`src/hdl/mem_defines.svh`:
```
`ifndef MEM_DEFINES_SVH
`define MEM_DEFINES_SVH

////////////////////////////////////////
// data memory geometry
////////////////////////////////////////

// word address width of the data ram
// byte address bits [1:0] select the lane
`define DMEM_AW 10

// number of 32-bit words, 2**DMEM_AW
`define DMEM_WORDS 1024

`endif

```
`src/hdl/mem_pkg.sv`:
```
`default_nettype none

package mem_pkg;

  ////////////////////////////////////////
  // basic data types
  ////////////////////////////////////////

  // one data word
  typedef logic [31:0] word_t;

  // register number
  typedef logic [4:0] reg_idx_t;

  // one enable per byte lane
  typedef logic [3:0] be_t;

  ////////////////////////////////////////
  // pipeline control encodings
  ////////////////////////////////////////

  // load type, one-hot
  // ld_none gives a zero load result
  typedef enum logic [4:0] {
    ld_none = 5'b00000,
    ld_lb   = 5'b00001,
    ld_lh   = 5'b00010,
    ld_lw   = 5'b00100,
    ld_lbu  = 5'b01000,
    ld_lhu  = 5'b10000
  } load_ctrl_e;

  // store type, one-hot
  // st_none keeps all byte enables set
  typedef enum logic [2:0] {
    st_none = 3'b000,
    st_sb   = 3'b001,
    st_sh   = 3'b010,
    st_sw   = 3'b100
  } store_ctrl_e;

  // memory word, seen as bytes or as halfwords
  typedef union packed {
    logic [3:0][7:0]  b;
    logic [1:0][15:0] h;
  } mem_word_u;

endpackage

`default_nettype wire

```
`src/hdl/data_mem_if.sv`:
```
`default_nettype none

`include "mem_defines.svh"

interface data_mem_if;
  import mem_pkg::*;

  // request side
  logic                req;
  logic                we;
  be_t                 be;
  logic [`DMEM_AW-1:0] addr;
  word_t               wdata;
  // arbiter answer, same cycle as req
  logic                gnt;
  // read data, one cycle after the taken request
  word_t               rdata;

  // pipeline stage or host port
  modport requester (output req, we, be, addr, wdata,
                     input  gnt, rdata);

  // arbiter side facing one requester
  modport arbiter (input  req, we, be, addr, wdata,
                   output gnt, rdata);

  // arbiter side facing the ram
  modport to_mem (output req, we, be, addr, wdata, gnt,
                  input  rdata);

  // the ram itself
  modport memory (input  req, we, be, addr, wdata, gnt,
                  output rdata);

endinterface

`default_nettype wire

```
`src/hdl/axil_host_port.sv`:
```
`default_nettype none

`include "mem_defines.svh"

module axil_host_port (
  input  wire logic           clk,
  input  wire logic           rst_n,
  // write address and data
  input  wire logic           awvalid,
  output logic                awready,
  input  wire mem_pkg::word_t awaddr,
  input  wire logic           wvalid,
  output logic                wready,
  input  wire mem_pkg::word_t wdata,
  input  wire mem_pkg::be_t   wstrb,
  // write response
  output logic                bvalid,
  input  wire logic           bready,
  output logic [1:0]          bresp,
  // read address
  input  wire logic           arvalid,
  output logic                arready,
  input  wire mem_pkg::word_t araddr,
  // read data
  output logic                rvalid,
  input  wire logic           rready,
  output mem_pkg::word_t      rdata,
  output logic [1:0]          rresp,
  data_mem_if.requester       mem
);
  import mem_pkg::*;

  localparam logic [1:0] resp_okay = 2'b00;

  typedef enum logic [2:0] {
    h_idle, h_wr_wait, h_rd_wait, h_rd_data, h_resp
  } host_state_e;

  host_state_e         state_q;
  host_state_e         state_d;
  logic                is_wr_q;
  logic                take_rd;
  logic                take_wr;
  logic [`DMEM_AW-1:0] addr_q;
  word_t               wdata_q;
  be_t                 wstrb_q;
  word_t               rdata_q;

  ////////////////////////////////////////
  // address phase
  ////////////////////////////////////////

  // one transaction at a time, reads first
  assign take_rd = (state_q == h_idle) && arvalid;
  assign take_wr = (state_q == h_idle) && awvalid && wvalid && !arvalid;

  assign arready = take_rd;
  // aw and w accepted in the same cycle
  assign awready = take_wr;
  assign wready  = take_wr;

  ////////////////////////////////////////
  // fsm
  ////////////////////////////////////////

  always_comb begin
    state_d = state_q;
    case (state_q)
      h_idle: begin
        if (take_rd) begin
          state_d = h_rd_wait;
        end else if (take_wr) begin
          state_d = h_wr_wait;
        end
      end
      // hold the request until granted
      h_wr_wait: if (mem.gnt) state_d = h_resp;
      h_rd_wait: if (mem.gnt) state_d = h_rd_data;
      // ram data valid now, done if the master is ready
      h_rd_data: state_d = rready ? h_idle : h_resp;
      h_resp:    if (is_wr_q ? bready : rready) state_d = h_idle;
      default:   state_d = h_idle;
    endcase
  end

  always_ff @(posedge clk or negedge rst_n) begin
    if (!rst_n) begin
      state_q <= h_idle;
      is_wr_q <= 1'b0;
    end else begin
      state_q <= state_d;
      if (take_rd || take_wr) begin
        is_wr_q <= take_wr;
      end
    end
  end

  // captured request and read data
  always_ff @(posedge clk) begin
    if (take_rd) begin
      addr_q <= araddr[`DMEM_AW+1:2];
    end else if (take_wr) begin
      addr_q  <= awaddr[`DMEM_AW+1:2];
      wdata_q <= wdata;
      wstrb_q <= wstrb;
    end
    if (state_q == h_rd_data) begin
      rdata_q <= mem.rdata;
    end
  end

  // memory request
  assign mem.req   = (state_q == h_wr_wait) || (state_q == h_rd_wait);
  assign mem.we    = (state_q == h_wr_wait);
  assign mem.be    = mem.we ? wstrb_q : be_t'(4'b1111);
  assign mem.addr  = addr_q;
  assign mem.wdata = wdata_q;

  // responses, always okay
  assign bvalid = (state_q == h_resp) && is_wr_q;
  assign bresp  = resp_okay;
  assign rvalid = (state_q == h_rd_data) || ((state_q == h_resp) && !is_wr_q);
  // straight from the ram on the first cycle, then the held copy
  assign rdata  = (state_q == h_rd_data) ? mem.rdata : rdata_q;
  assign rresp  = resp_okay;

endmodule

`default_nettype wire

```
`src/flat_wrapper.sv`:
```
// flat-port wrapper written by rule: the top's interface ports become plain ports
module axil_host_port_flat import mem_pkg::*;
  (clk, rst_n, awvalid, awready, awaddr, wvalid, wready, wdata, wstrb, bvalid, bready, bresp, arvalid, arready, araddr, rvalid, rready, rdata, rresp, mem_req, mem_we, mem_be, mem_addr, mem_wdata, mem_gnt, mem_rdata);
  data_mem_if mem_i ();
  input  wire logic clk;
  input  wire logic rst_n;
  input  wire logic awvalid;
  output logic awready;
  input  wire mem_pkg::word_t awaddr;
  input  wire logic wvalid;
  output logic wready;
  input  wire mem_pkg::word_t wdata;
  input  wire mem_pkg::be_t wstrb;
  output logic bvalid;
  input  wire logic bready;
  output logic [1:0] bresp;
  input  wire logic arvalid;
  output logic arready;
  input  wire mem_pkg::word_t araddr;
  output logic rvalid;
  input  wire logic rready;
  output mem_pkg::word_t rdata;
  output logic [1:0] rresp;
  output wire logic [$bits(mem_i.req)-1:0] mem_req;
  output wire logic [$bits(mem_i.we)-1:0] mem_we;
  output wire logic [$bits(mem_i.be)-1:0] mem_be;
  output wire logic [$bits(mem_i.addr)-1:0] mem_addr;
  output wire logic [$bits(mem_i.wdata)-1:0] mem_wdata;
  input wire logic [$bits(mem_i.gnt)-1:0] mem_gnt;
  input wire logic [$bits(mem_i.rdata)-1:0] mem_rdata;
  assign mem_req = mem_i.req;
  assign mem_we = mem_i.we;
  assign mem_be = mem_i.be;
  assign mem_addr = mem_i.addr;
  assign mem_wdata = mem_i.wdata;
  assign mem_i.gnt = mem_gnt;
  assign mem_i.rdata = mem_rdata;
  axil_host_port u_core (.clk(clk), .rst_n(rst_n), .awvalid(awvalid), .awready(awready), .awaddr(awaddr), .wvalid(wvalid), .wready(wready), .wdata(wdata), .wstrb(wstrb), .bvalid(bvalid), .bready(bready), .bresp(bresp), .arvalid(arvalid), .arready(arready), .araddr(araddr), .rvalid(rvalid), .rready(rready), .rdata(rdata), .rresp(rresp), .mem(mem_i));
endmodule
```
`config.mk`:
```
export PLATFORM = sky130hd
export DESIGN_NAME = axil_host_port_flat
export DESIGN_NICKNAME = d
export VERILOG_FILES = /design/src/hdl/mem_pkg.sv /design/src/hdl/data_mem_if.sv /design/src/hdl/axil_host_port.sv /design/src/flat_wrapper.sv
export VERILOG_INCLUDE_DIRS = /design/src /design/src/hdl
export SDC_FILE = /design/constraint.sdc
export NUM_CORES = 1
export LEC_CHECK = 0
export BUFFER_PORTS_ARGS = -buffer_cell sky130_fd_sc_hd__clkbuf_2
export CAP_MARGIN = 20
export CORE_MARGIN = 5
export CORE_UTILIZATION = 37
export CTS_BUF_LIST = sky130_fd_sc_hd__clkbuf_8
export DETAILED_ROUTE_END_ITERATION = 16
export PLACE_DENSITY = 0.86
export SETUP_SLACK_MARGIN = 0.3
export SKIP_CTS_REPAIR_TIMING = 1
export SYNTH_ARGS = -nofsm -noshare
export SYNTH_HDL_FRONTEND = slang
export SYNTH_SLANG_ARGS = --single-unit
```
`constraint.sdc`:
```
create_clock -name clk -period 5.25 [get_ports clk]
set_clock_uncertainty 0.2 [all_clocks]
set_input_delay 1.05 -clock clk [delete_from_list [all_inputs] [get_ports clk]]
set_output_delay 1.05 -clock clk [all_outputs]
set_load 0.005 [all_outputs]
```
# --- Word-level counts from Yosys, hierarchy flattened ---
# Cells that the tools add are included.
op_classes:
  eq_ne: 8
  n_mux: 12
  bitwise: 1
  reduce_logical: 15
op_table:
  columns: ["cell", "n"]
  rows:
  - ["2-to-1 mux 32 bit", 1]
  - ["2-to-1 mux 10 bit", 2]
  - ["2-to-1 mux 3 bit", 6]
  - ["one-hot mux 3 bit (5 select lines)", 1]
  - ["equality test 3 x 2 -> 1 bit (second input constant)", 2]
  - ["logical AND 1 bit", 6]
  - ["2-to-1 mux 4 bit", 1]
  - ["inequality test 2 bit (second input constant)", 2]
  - ["AND reduction 4 bit", 1]
  - ["equality test 3 x 1 -> 1 bit (second input constant)", 1]
  - ["equality test 3 bit (second input constant)", 1]
  - ["zero test 3 bit", 1]
  - ["logical OR 1 bit", 3]
  - ["inequality test 3 x 1 -> 1 bit (second input constant)", 1]
  - ["zero test 1 bit", 2]
  - ["inequality test 2 x 1 -> 1 bit (second input constant)", 1]
  - ["AND reduction 2 bit", 1]
  - ["nonzero test 2 bit", 1]
  - ["2-to-1 mux 1 bit", 1]
  - ["inverter 1 bit", 1]
word_totals:
  ff_bits: 82
  input_bits: 140
  elab_cells: 42

# --- Logic depth before layout (Yosys ltp) ---
# Gate-level depths: netlist of the first run.
depth:
  word_depth: 7
  depth_mapped: 4
  ltp_nobuf: 3

# --- Worst setup path before layout of the first run ---
# OpenSTA, ideal clock, no wires.
synth_timing:
  kind: "input port to flip-flop"
  startpoint: "in arvalid"
  endpoint: "reg u_core.wdata_q[0], in the netlist u_core.mem.wdata[0] (enable)"
  setup_time_ns: 0.519
  t_arrival_ns: 4.679
  slack_ns: -0.148
  stages: 2
  path_cell_list: "nand3b_1 -> nor4_1"
synth_between:
  elab_chain_cells: 3
synth_rtl:
  columns: ["element", "line_no", "rtl"]
  rows:
  - ["start: declaration", "flat_wrapper.sv:17", "input wire logic arvalid;"]
  - ["zero test 1 bit or logical AND 1 bit (tied branches)", "axil_host_port.sv:55, axil_host_port.sv:54", null]
  - ["logical AND 1 bit or inverter 1 bit (tied branches)", null, null]
  - ["AND reduction 2 bit (no line) *", null, null]
  - ["end signal: assignment", "axil_host_port.sv:104", "wdata_q <= wdata;"]
  - ["end: declaration", "axil_host_port.sv:45", "word_t wdata_q;"]
# Every way passes the cells marked *; elsewhere a longest branch is shown, timed or not.
# A chain may end at the register's enable or synchronous reset.

# --- Worst setup path in the final report of the first run ---
layout_timing:
  startpoint: "reg u_core.state_q[1]"
  endpoint: "out rdata[6]"
layout_between:
  elab_chain_cells: 2
layout_rtl:
  columns: ["element", "line_no", "rtl"]
  rows:
  - ["start: declaration", "axil_host_port.sv:39", "host_state_e state_q;"]
  - ["start signal: assignment", "axil_host_port.sv:88", "state_q <= h_idle;"]
  - ["start signal: assignment", "axil_host_port.sv:91", "state_q <= state_d;"]
  - ["equality test 3 x 2 -> 1 bit", "axil_host_port.sv:124", "assign rdata = (state_q == h_rd_data) ? mem.rdata : rdata_q;"]
  - ["2-to-1 mux 32 bit", "axil_host_port.sv:124", null]
  - ["end: declaration", "flat_wrapper.sv:22", "output mem_pkg::word_t rdata;"]
# Every way passes these cells.

==> results of run 1 <==
==> how the worst min path moves through the flow <==
stage / startpoint / cells past startpoint / endpoint / slack (ns)
after floorplan: u_core.rdata_q[6] / 1 / u_core.rdata_q[6] / 0.26
after global routing: rst_n / 1 / u_core.state_q[1] / 0.27
after detailed placement: u_core.rdata_q[7] / 1 / u_core.rdata_q[7] / 0.26
final: u_core.rdata_q[7] / 1 / u_core.rdata_q[7] / 0.28
after global placement: u_core.rdata_q[6] / 1 / u_core.rdata_q[6] / 0.25
after CTS: rst_n / 1 / u_core.state_q[1] / 0.27
==> placed cells by master (no fill, tap or decap) <==
| cell type | synthesis | final |
|---|---|---|
| mux2_2 | 34 | 34 |
| conb_1 | 1 | 4 |
| nand3b_4 | 1 | 1 |
| clkbuf_2 | 0 | 180 |
| mux2i_1 | 1 | 1 |
| nor4_4 | 0 | 1 |
| nand3b_1 | 1 | 1 |
| nand2_1 | 2 | 2 |
| nor4_1 | 2 | 1 |
| xnor2_1 | 1 | 1 |
| bufinv_16 | 0 | 2 |
| o21bai_1 | 1 | 1 |
| or3_1 | 4 | 4 |
| mux2_4 | 7 | 7 |
| inv_6 | 0 | 2 |
| nor3_1 | 1 | 1 |
| or2_2 | 1 | 1 |
| a211oi_1 | 1 | 1 |
| or2b_1 | 1 | 1 |
| nor2_1 | 5 | 5 |
| inv_1 | 2 | 2 |
| clkbuf_8 | 0 | 9 |
| o21ai_0 | 2 | 2 |
| dfrtp_1 | 4 | 4 |
| inv_8 | 0 | 2 |
| dfxtp_1 | 32 | 32 |
| clkinvlp_4 | 0 | 1 |
| mux2_1 | 2 | 2 |
| edfxtp_1 | 46 | 46 |
| buf_4 | 5 | 2 |
| nor4b_4 | 1 | 1 |
| o22ai_1 | 1 | 1 |
==> state kept, by name, indices dropped and copies added, names as in the netlist <==
| register | count |
|---|---|
| u_core.is_wr_q | 1 |
| u_core.mem.addr | 10 |
| u_core.state_q | 3 |
| u_core.wstrb_q | 4 |
| u_core.rdata_q | 32 |
| u_core.mem.wdata | 32 |
==> routing by layer <==
metal  up-vias  GRT usage, %
met5         -             0
met4         0          4.10
met3         6          6.02
met2       101          23.6
met1       916          14.7
li1        961             -
==> stage by stage <==
stage,power [mW],setup slack [ns]
floorplan,1.37,1.37
global placement,1.66,1.93
detailed placement,1.69,1.90
CTS,2.21,1.70
global route,2.31,1.60
finish,2.17,1.76
==> report_power, final <==
group / switching (mW) / total [mW] / internal (mW)
sequential: 0.0917 / 0.974 / 0.882
combinational: 0.301 / 0.679 / 0.378
clock: 0.243 / 0.520 / 0.278
==> logic make-up (layout without fill, tap and decap cells) <==
logic type,after synthesis,in the layout,synth area share [%]
flops,82,82,72.9
buf+inv,14,200,3.18
simple gates,19,19,4.60
xor+xnor,1,1,0.301
compound gates,5,5,1.07
other cells,1,4,0.129
mux,44,44,17.9
==> cell type report <==
cell class | instances | area share [%]
Sequential cell | 82 | 51.4
Timing Repair Buffer | 182 | 22.2
Multi-Input combinational cell | 73 | 17.5
Tap cell | 102 | 3.09
Clock buffer | 9 | 3.00
Clock inverter | 7 | 2.61
Inverter | 2 | 0.182
==> impl_metrics.csv, run 1 <==
group,metric,value,unit
placement,placed_cell_area,0.00390,mm^2
power,power_density,526,mW/mm^2
route,wl_met2,3.41,mm
layout,n_antenna_cell,0,
sta,layout_min_cycle_time,3.49,ns
layout,fin_area,0.00413,mm^2
route,antenna_left,0,
global_routing,grt-ovfl-total,0,
route,vias_per_cell,4.34,
yosys,synth-edff-count,46,
min_path,min_path_type,"reg -> reg",
clocking,path_clk_slew,0.09,ns
route,wl_met1,2.49,mm
sta,whs,0.276,ns
yosys,ys_warn_count,0,
clocking,cts_root_buffer,"clkbuf_8",
worst_setup_path,crit_fanout,33,
sta,setup_violations,0,
worst_setup_path,critPathCaptureType,"output pin",
route,routed_wl,6.60,mm
yosys,synth_common_cells,"edfxtp_1 (46), mux2_2 (34), dfxtp_1 (32), mux2_4 (7)",
layout,num-nets-final,490,
route,top_layer,"met4",
worst_setup_path,worstSetupPathDepth,3,
global_routing,grt_max_degree,37,
sta,hold_viol_final,0,
yosys,synth_most_common_cell,"edfxtp_1",
worst_setup_path,path_delay_family,"flip-flops",
clocking,clk_path_buf_depth,2,
route,drt_iter0_drc,45,
yosys,yosys.area.top_type,"edfxtp_1",
worst_setup_path,r2r_cells,2,
worst_setup_path,worst_setup_path_start_kind,"flip-flop",
worst_setup_path,worstReg2RegEnd,"u_core.mem.addr[3]",
placement,dp_hpwl,5.28,mm
layout,synthToLayoutAreaGrowth,41.8,%
run,max_cap_viol_count,0,
route,wl_met3,638,um
sta,worstMarginPinSlew,0.644,ns
worst_setup_path,crit_path_max_incr_delay,0.76,ns
worst_setup_path,crit_path_cell_trace,"nand3b_4, mux2_1, clkbuf_2",
run_status,status,"complete, no violations",
worst_setup_path,cp_num_buf_inv,1,
clocking,cts_tree,"done",
yosys,synth_flop_cell,"edfxtp_1",
global_routing,grt_pass1_wl,10.4,mm
floorplanning,ios,229,
sta,fmax,287,MHz
yosys,ys_types,27,
floorplanning,dieArea,0.00975,mm^2
layout,fin_util,53.7,%
clocking,htreeDepth,3,
route,drtPass1Iterations,4,
placement,place_congestion,0.701,
floorplanning,start_util,37.9,%
worst_setup_path,critPathCapture,"rdata[6]",
placement,place_inst,441,
sta,slew-limit-headroom,57.1,%
global_routing,grt_usage,13.5,%
route,drc_errors,0,
sta,finalSetupTns,0,ns
layout,instances_no_fill,457,
layout,multi_input_area,724,um^2
worst_setup_path,worstSetupStartpoint,"u_core.state_q[1]",
power,p_leak,1.91,nW
floorplanning,die_h,98.7,um
worst_setup_path,critPathArrivalTime,2.24,ns
yosys,ys_seq_elements,82,
global_routing,first_global_vias,2140,
yosys,synth_area_leaders,"edfxtp_1 (47%), dfxtp_1 (22%), mux2_2 (13%)",
layout,drive_gt1_share,68.5,%
layout,regArea,0.00212,mm^2
worst_setup_path,rr_startpoint,"u_core.state_q[1]",
yosys,synth_top_area_share,47.4,%
route,wire_per_inst,14.4,um
sta,drv_slew,0,
worst_setup_path,critPathSlowestCell,"dfrtp_1",
sta,rsz0062_at_grt,"no",
yosys,ys_seq_area_share,72.9,%
clocking,clkLatencyLatePin,0.34,ns
floorplanning,die_w,98.7,um
floorplanning,std_cell_rows,32,
floorplanning,core,0.00769,mm^2
sta,fin_crit_sh,66.4,%
yosys,syn-cell-area,0.00291,mm^2
placement,io_buffers,180,
yosys,avgSynthCellArea,17.5,um^2
layout,fillCellCount,659,
yosys,async_flop_share,4.88,%
worst_setup_path,timing.reg2reg.setup_slack,3.12,ns
power,peakVddDrop,0.000288,V
worst_setup_path,cp_data_required_time,4.00,ns
global_routing,antenna_found_initial,0,
clocking,numCtsBuffers,9,
worst_setup_path,crit_type,"reg -> out",
yosys,synthCells,166,
route,vias,1984,
clocking,numClockSinks,82,
Power figures use the tool's default switching activity.
==> run 2, diff against run 1 <==
--- a/config.mk
+++ b/config.mk
@@ -9,10 +9,10 @@
 export BUFFER_PORTS_ARGS = -buffer_cell sky130_fd_sc_hd__clkbuf_2
 export CAP_MARGIN = 20
 export CORE_MARGIN = 5
-export CORE_UTILIZATION = 37
+export CORE_UTILIZATION = 40
 export CTS_BUF_LIST = sky130_fd_sc_hd__clkbuf_8
 export DETAILED_ROUTE_END_ITERATION = 16
-export PLACE_DENSITY = 0.86
+export PLACE_DENSITY = 0.88
 export SETUP_SLACK_MARGIN = 0.3
 export SKIP_CTS_REPAIR_TIMING = 1
 export SYNTH_ARGS = -nofsm -noshare
==> constraint.sdc (replaced) <==
create_clock -name clk -period 3.65 [get_ports clk]
set_clock_uncertainty 0.2 [all_clocks]
set_input_delay 0.73 -clock clk [delete_from_list [all_inputs] [get_ports clk]]
set_output_delay 0.73 -clock clk [all_outputs]
set_load 0.005 [all_outputs]
==> impl_metrics.csv, run 2 (synthesized netlist as in run 1, its figures left out) <==
group,metric,value,unit
global_routing,grt_pass1_wl,9.73,mm
layout,final_cell_mix,"clkbuf_2 (180), edfxtp_1 (46), mux2_2 (34), dfxtp_1 (32), clkbuf_8 (9)",
clocking,cts_root_buffer,"clkbuf_8",
global_routing,antenna_found_initial,0,
worst_setup_path,crit_type,"reg -> out",
worst_setup_path,crit_fanout,33,
worst_setup_path,worst_setup_path_start_kind,"flip-flop",
power,total_power,3.10,mW
layout,num-nets-final,491,
worst_setup_path,critPathCaptureType,"output pin",
placement,place_congestion,0.728,
sta,fmax,320,MHz
worst_setup_path,cp_data_required_time,2.72,ns
floorplanning,dieArea,0.00909,mm^2
power,p_leak,1.91,nW
layout,drive_gt1_share,68.3,%
floorplanning,die_h,95.3,um
floorplanning,start_util,40.6,%
sta,rsz0062_at_grt,"no",
route,antenna_left,0,
global_routing,grt_usage,14.1,%
layout,n_antenna_cell,0,
route,vias_per_cell,4.40,
route,routed_wl,6.73,mm
route,drc_errors,0,
floorplanning,ios,229,
layout,fillCellCount,590,
worst_setup_path,crit_path_max_incr_delay,0.74,ns
clocking,clkLatencyLatePin,0.33,ns
clocking,htreeDepth,3,
global_routing,first_global_vias,2109,
layout,synthToLayoutAreaGrowth,41.8,%
route,wire_per_inst,14.8,um
sta,finalSetupTns,0,ns
sta,slew-limit-headroom,59.4,%
floorplanning,die_w,95.3,um
global_routing,grt_max_degree,37,
clocking,path_clk_slew,0.08,ns
layout,layout_commonest_cell,"clkbuf_2",
route,drt_iter0_drc,27,
clocking,numCtsBuffers,9,
placement,dp_hpwl,5.44,mm
run_status,status,"complete, no violations",
clocking,cts_tree,"done",
clocking,clk_path_buf_depth,2,
sta,layout_min_cycle_time,3.13,ns
route,drtPass1Iterations,4,
min_path,min_path_type,"reg -> reg",
sta,hold_viol_final,0,
worst_setup_path,critPathSlowestCell,"dfrtp_1",
sta,worstMarginPinSlew,0.604,ns
worst_setup_path,crit_path_cell_trace,"nand3b_4, mux2_1, clkbuf_2",
clocking,numClockSinks,82,
sta,fin_crit_sh,85.7,%
worst_setup_path,critPathArrivalTime,2.20,ns
sta,setup_violations,0,
power,power_density,752,mW/mm^2
power,peakVddDrop,0.000382,V
global_routing,grt-ovfl-total,0,
route,vias,2000,
placement,io_buffers,180,
floorplanning,core,0.00718,mm^2
sta,drv_slew,0,
run,max_cap_viol_count,0,
floorplanning,std_cell_rows,31,
==> run 2: cell count changes in the layout (fill, tap and decap cells not counted) <==
cell / previous run / this run
dlygate4sd3_1: 0 / 1
clkinv_2: 0 / 1
inv_6: 2 / 1
inv_8: 2 / 1
clkinv_4: 0 / 1
==> run 2: worst max-delay path: cells and delay by family, from the launching register on <==
kind          cells  cell delay (ns)
flops             1             0.74
buf+inv           1             0.12
simple gates      1             0.50
mux               1             0.49
==> run 2: metrics by stage <==
step           util (%)  cells  cell area, um^2  setup WS, ns  hold slack [ns]
6_report           57.5    455             4130         0.521            0.276
5_1_grt            57.5    455             4130         0.336            0.293
4_1_cts            57.4    454             4120         0.453          -0.0305
3_5_place_dp       54.3    438             3890         0.832            0.259
3_3_place_gp       54.3    438             3890         0.865            0.246
2_1_floorplan         -    169             2940         0.903            0.234
==> run 2: final timing paths <==
check                                   from                  to  slack [ns]  cells past startpoint
setup / recovery           u_core.state_q[1]            rdata[6]        0.52                      3
max in group asynchronous              rst_n   u_core.state_q[0]        2.56                      2
setup reg to reg           u_core.state_q[1]  u_core.mem.addr[1]        1.37                      3
min in group asynchronous              rst_n   u_core.state_q[2]        0.56                      2
hold reg to reg            u_core.rdata_q[7]   u_core.rdata_q[7]        0.28                      1
hold / removal             u_core.rdata_q[7]   u_core.rdata_q[7]        0.28                      1
==> run 2: layer usage <==
layer | share of wire, % | vias to the layer above | global-route usage, %
met3 | 9.2 | 7 | 4.18
met2 | 55 | 97 | 26.8
met1 | 34 | 928 | 14.2
met5 | 0 | - | 0
met4 | 1.1 | 0 | 5.77
li1 | - | 968 | -
==> run 2: where the power goes <==
part / internal (mW) / switching, mW
Clock: 0.392 / 0.326
Sequential: 1.27 / 0.131
Combinational: 0.545 / 0.439
==> run 2: layout make-up <==
| class | instances | area, um^2 | share of cell area [%] |
|---|---|---|---|
| sequential | 82 | 2120 | 51.4 |
| timing repair buffer | 183 | 926 | 22.4 |
| multi-input combinational | 73 | 724 | 17.5 |
| clock buffer | 9 | 124 | 3.00 |
| tap | 99 | 124 | 3.00 |
| clock inverter | 7 | 101 | 2.45 |
| inverter | 2 | 7.51 | 0.182 |
==> run 3, diff against run 2 <==
--- a/config.mk
+++ b/config.mk
@@ -6,6 +6,7 @@
 export SDC_FILE = /design/constraint.sdc
 export NUM_CORES = 1
 export LEC_CHECK = 0
+export ABC_AREA = 1
 export BUFFER_PORTS_ARGS = -buffer_cell sky130_fd_sc_hd__clkbuf_2
 export CAP_MARGIN = 20
 export CORE_MARGIN = 5
==> impl_metrics.csv, run 3 <==
group,metric,value,unit
power,total_power,2.94,mW
worst_setup_path,crit_fanout,12,
power,peakVddDrop,0.000426,V
min_path,min_path_type,"reg -> reg",
yosys,synth_flop_cell,"edfxtp_1",
worst_setup_path,crit_type,"reg -> out",
layout,fin_area,0.00408,mm^2
clocking,cts_root_buffer,"clkbuf_8",
placement,io_buffers,180,
route,vias,2202,
worst_setup_path,critPathArrivalTime,2.13,ns
clocking,clk_path_buf_depth,2,
yosys,yosys.area.top_type,"edfxtp_1",
power,power_density,720,mW/mm^2
yosys,ys_warn_count,0,
global_routing,grt-ovfl-total,0,
floorplanning,ios,229,
sta,layout_min_cycle_time,3.06,ns
clocking,htreeDepth,3,
route,wire_per_inst,14.2,um
worst_setup_path,worst_setup_path_start_kind,"flip-flop",
floorplanning,dieArea,0.00901,mm^2
sta,timing.final.ws_setup,0.587,ns
yosys,ys_seq_elements,82,
clocking,clkLatencyLatePin,0.34,ns
yosys,avgSynthCellArea,14.1,um^2
worst_setup_path,critPathCaptureType,"output pin",
global_routing,grt_max_degree,37,
global_routing,first_global_vias,2257,
run,max_cap_viol_count,0,
sta,rsz0062_at_grt,"no",
layout,final_cell_mix,"clkbuf_2 (180), edfxtp_1 (46), nand2_1 (42), mux2_2 (32), dfxtp_1 (32)",
floorplanning,die_w,94.9,um
layout,synthToLayoutAreaGrowth,41.5,%
run_status,status,"complete, no violations",
worst_setup_path,crit_path_cell_trace,"nor2_1, nand3_1, inv_1, clkbuf_2",
sta,drv_slew,0,
sta,finalSetupTns,0,ns
floorplanning,core,0.00714,mm^2
global_routing,antenna_found_initial,0,
yosys,synth_common_cells,"edfxtp_1 (46), nand2_1 (42), dfxtp_1 (32), mux2_2 (32), inv_1 (15)",
route,vias_per_cell,4.45,
yosys,ys_seq_area_share,73.6,%
placement,dp_slack,0.931,ns
sta,setup_violations,0,
placement,placed_cell_area,0.00387,mm^2
sta,hold_viol_final,0,
layout,regArea,0.00212,mm^2
yosys,async_flop_share,4.88,%
floorplanning,start_util,40.4,%
power,p_leak,2.00,nW
route,drt_iter0_drc,53,
layout,layout_commonest_cell,"clkbuf_2",
yosys,synth_most_common_cell,"edfxtp_1",
yosys,synth-edff-count,46,
placement,dp_hpwl,5.71,mm
yosys,synthCells,204,
power,comb_power_share,32.2,%
clocking,numCtsBuffers,9,
sta,fin_crit_sh,83.9,%
global_routing,grt_pass1_wl,10.5,mm
worst_setup_path,crit_path_max_incr_delay,0.44,ns
clocking,path_clk_slew,0.08,ns
clocking,numClockSinks,82,
clocking,cts_tree,"done",
power,netSwitchingPower,872,uW
route,antenna_left,0,
layout,n_antenna_cell,0,
route,drc_errors,0,
worst_setup_path,critPathSlowestCell,"nand3_1",
layout,drive_gt1_share,59.3,%
layout,multi_input_area,652,um^2
worst_setup_path,cp_data_required_time,2.72,ns
power,p_seq_share,45.7,%
placement,place_congestion,0.785,
power,p_clk_share,22.2,%
yosys,synth_top_area_share,47.9,%
floorplanning,die_h,94.9,um
route,routed_wl,7.01,mm
yosys,ys_types,16,
sta,fmax,326,MHz
layout,num-nets-final,531,
power,netSwitchingFraction,29.7,%
floorplanning,std_cell_rows,31,
layout,fillCellCount,614,
power,p_int,2.06,mW
yosys,syn-cell-area,0.00288,mm^2
global_routing,grt_usage,15.5,%
yosys,synth_area_leaders,"edfxtp_1 (48%), dfxtp_1 (22%), mux2_2 (12%)",
route,drtPass1Iterations,4,
## run 3: cell types whose count changed after synthesis, sizes merged, moves of 3 or more
cell	change
inv	+13
or2	+4
or3	-4
nand4	+3
nand2	+40
mux2	-11
nand3	+4
## run 3: layout make-up
class | instances | area share (%)
Tap cell | 99 | 3.04
Timing Repair Buffer | 183 | 22.7
Multi-Input combinational cell | 100 | 16.0
Inverter | 15 | 1.38
Clock inverter | 7 | 1.87
Clock buffer | 9 | 3.04
Sequential cell | 82 | 52.0
## run 3: worst max-delay path, delay by kind of cell (launching register included)
kind                   cells  cell delay, ns
buffers and inverters      2            0.63
DFF                        1            0.43
and+or+nand+nor            2            0.74
## run 3: path summary, 6_finish.rpt
check | start | endpoint | slack, ns | cells past startpoint
max | u_core.state_q[0] | arready | 0.59 | 4
min | u_core.rdata_q[15] | u_core.rdata_q[15] | 0.28 | 1
max reg2reg | u_core.state_q[0] | u_core.mem.addr[5] | 1.43 | 3
min reg2reg | u_core.rdata_q[15] | u_core.rdata_q[15] | 0.28 | 1
max in group asynchronous | rst_n | u_core.is_wr_q | 2.59 | 2
min in group asynchronous | rst_n | u_core.state_q[1] | 0.53 | 2
## run 3: cell families after synthesis
group / synth area share (%)
buf+inv: 4.21
mux: 12.5
compound gates: 0.868
flops: 73.6
simple gates: 8.72
other cells: 0.130
## run 3: stage by stage
stage / util (%) / instances / hold WS [ns]
after CTS: 57.0 / 494 / -0.0346
after detailed placement: 54.2 / 478 / 0.259
after global routing: 57.2 / 495 / 0.285
final: 57.2 / 495 / 0.278
after floorplan: - / 207 / 0.234
after global placement: 54.2 / 478 / 0.255
## run 3: layer usage
metal	vias up	wire length [um]	global-route usage [%]
li1	1057	-	-
met1	1005	2520	15.6
met2	127	3510	28.2
met3	13	854	6.45
met4	0	125	6.49
met5	-	0	0
## run 3: power by group through the flow
stage | Clock (mW) | Sequential, mW | Combinational [mW]
after global routing | 0.720 | 1.36 | 1.07
final | 0.651 | 1.34 | 0.944
after CTS | 0.675 | 1.34 | 0.965
after global placement | 0 | 1.34 | 0.924
after floorplan | 0 | 1.34 | 0.522
after detailed placement | 0 | 1.36 | 0.963
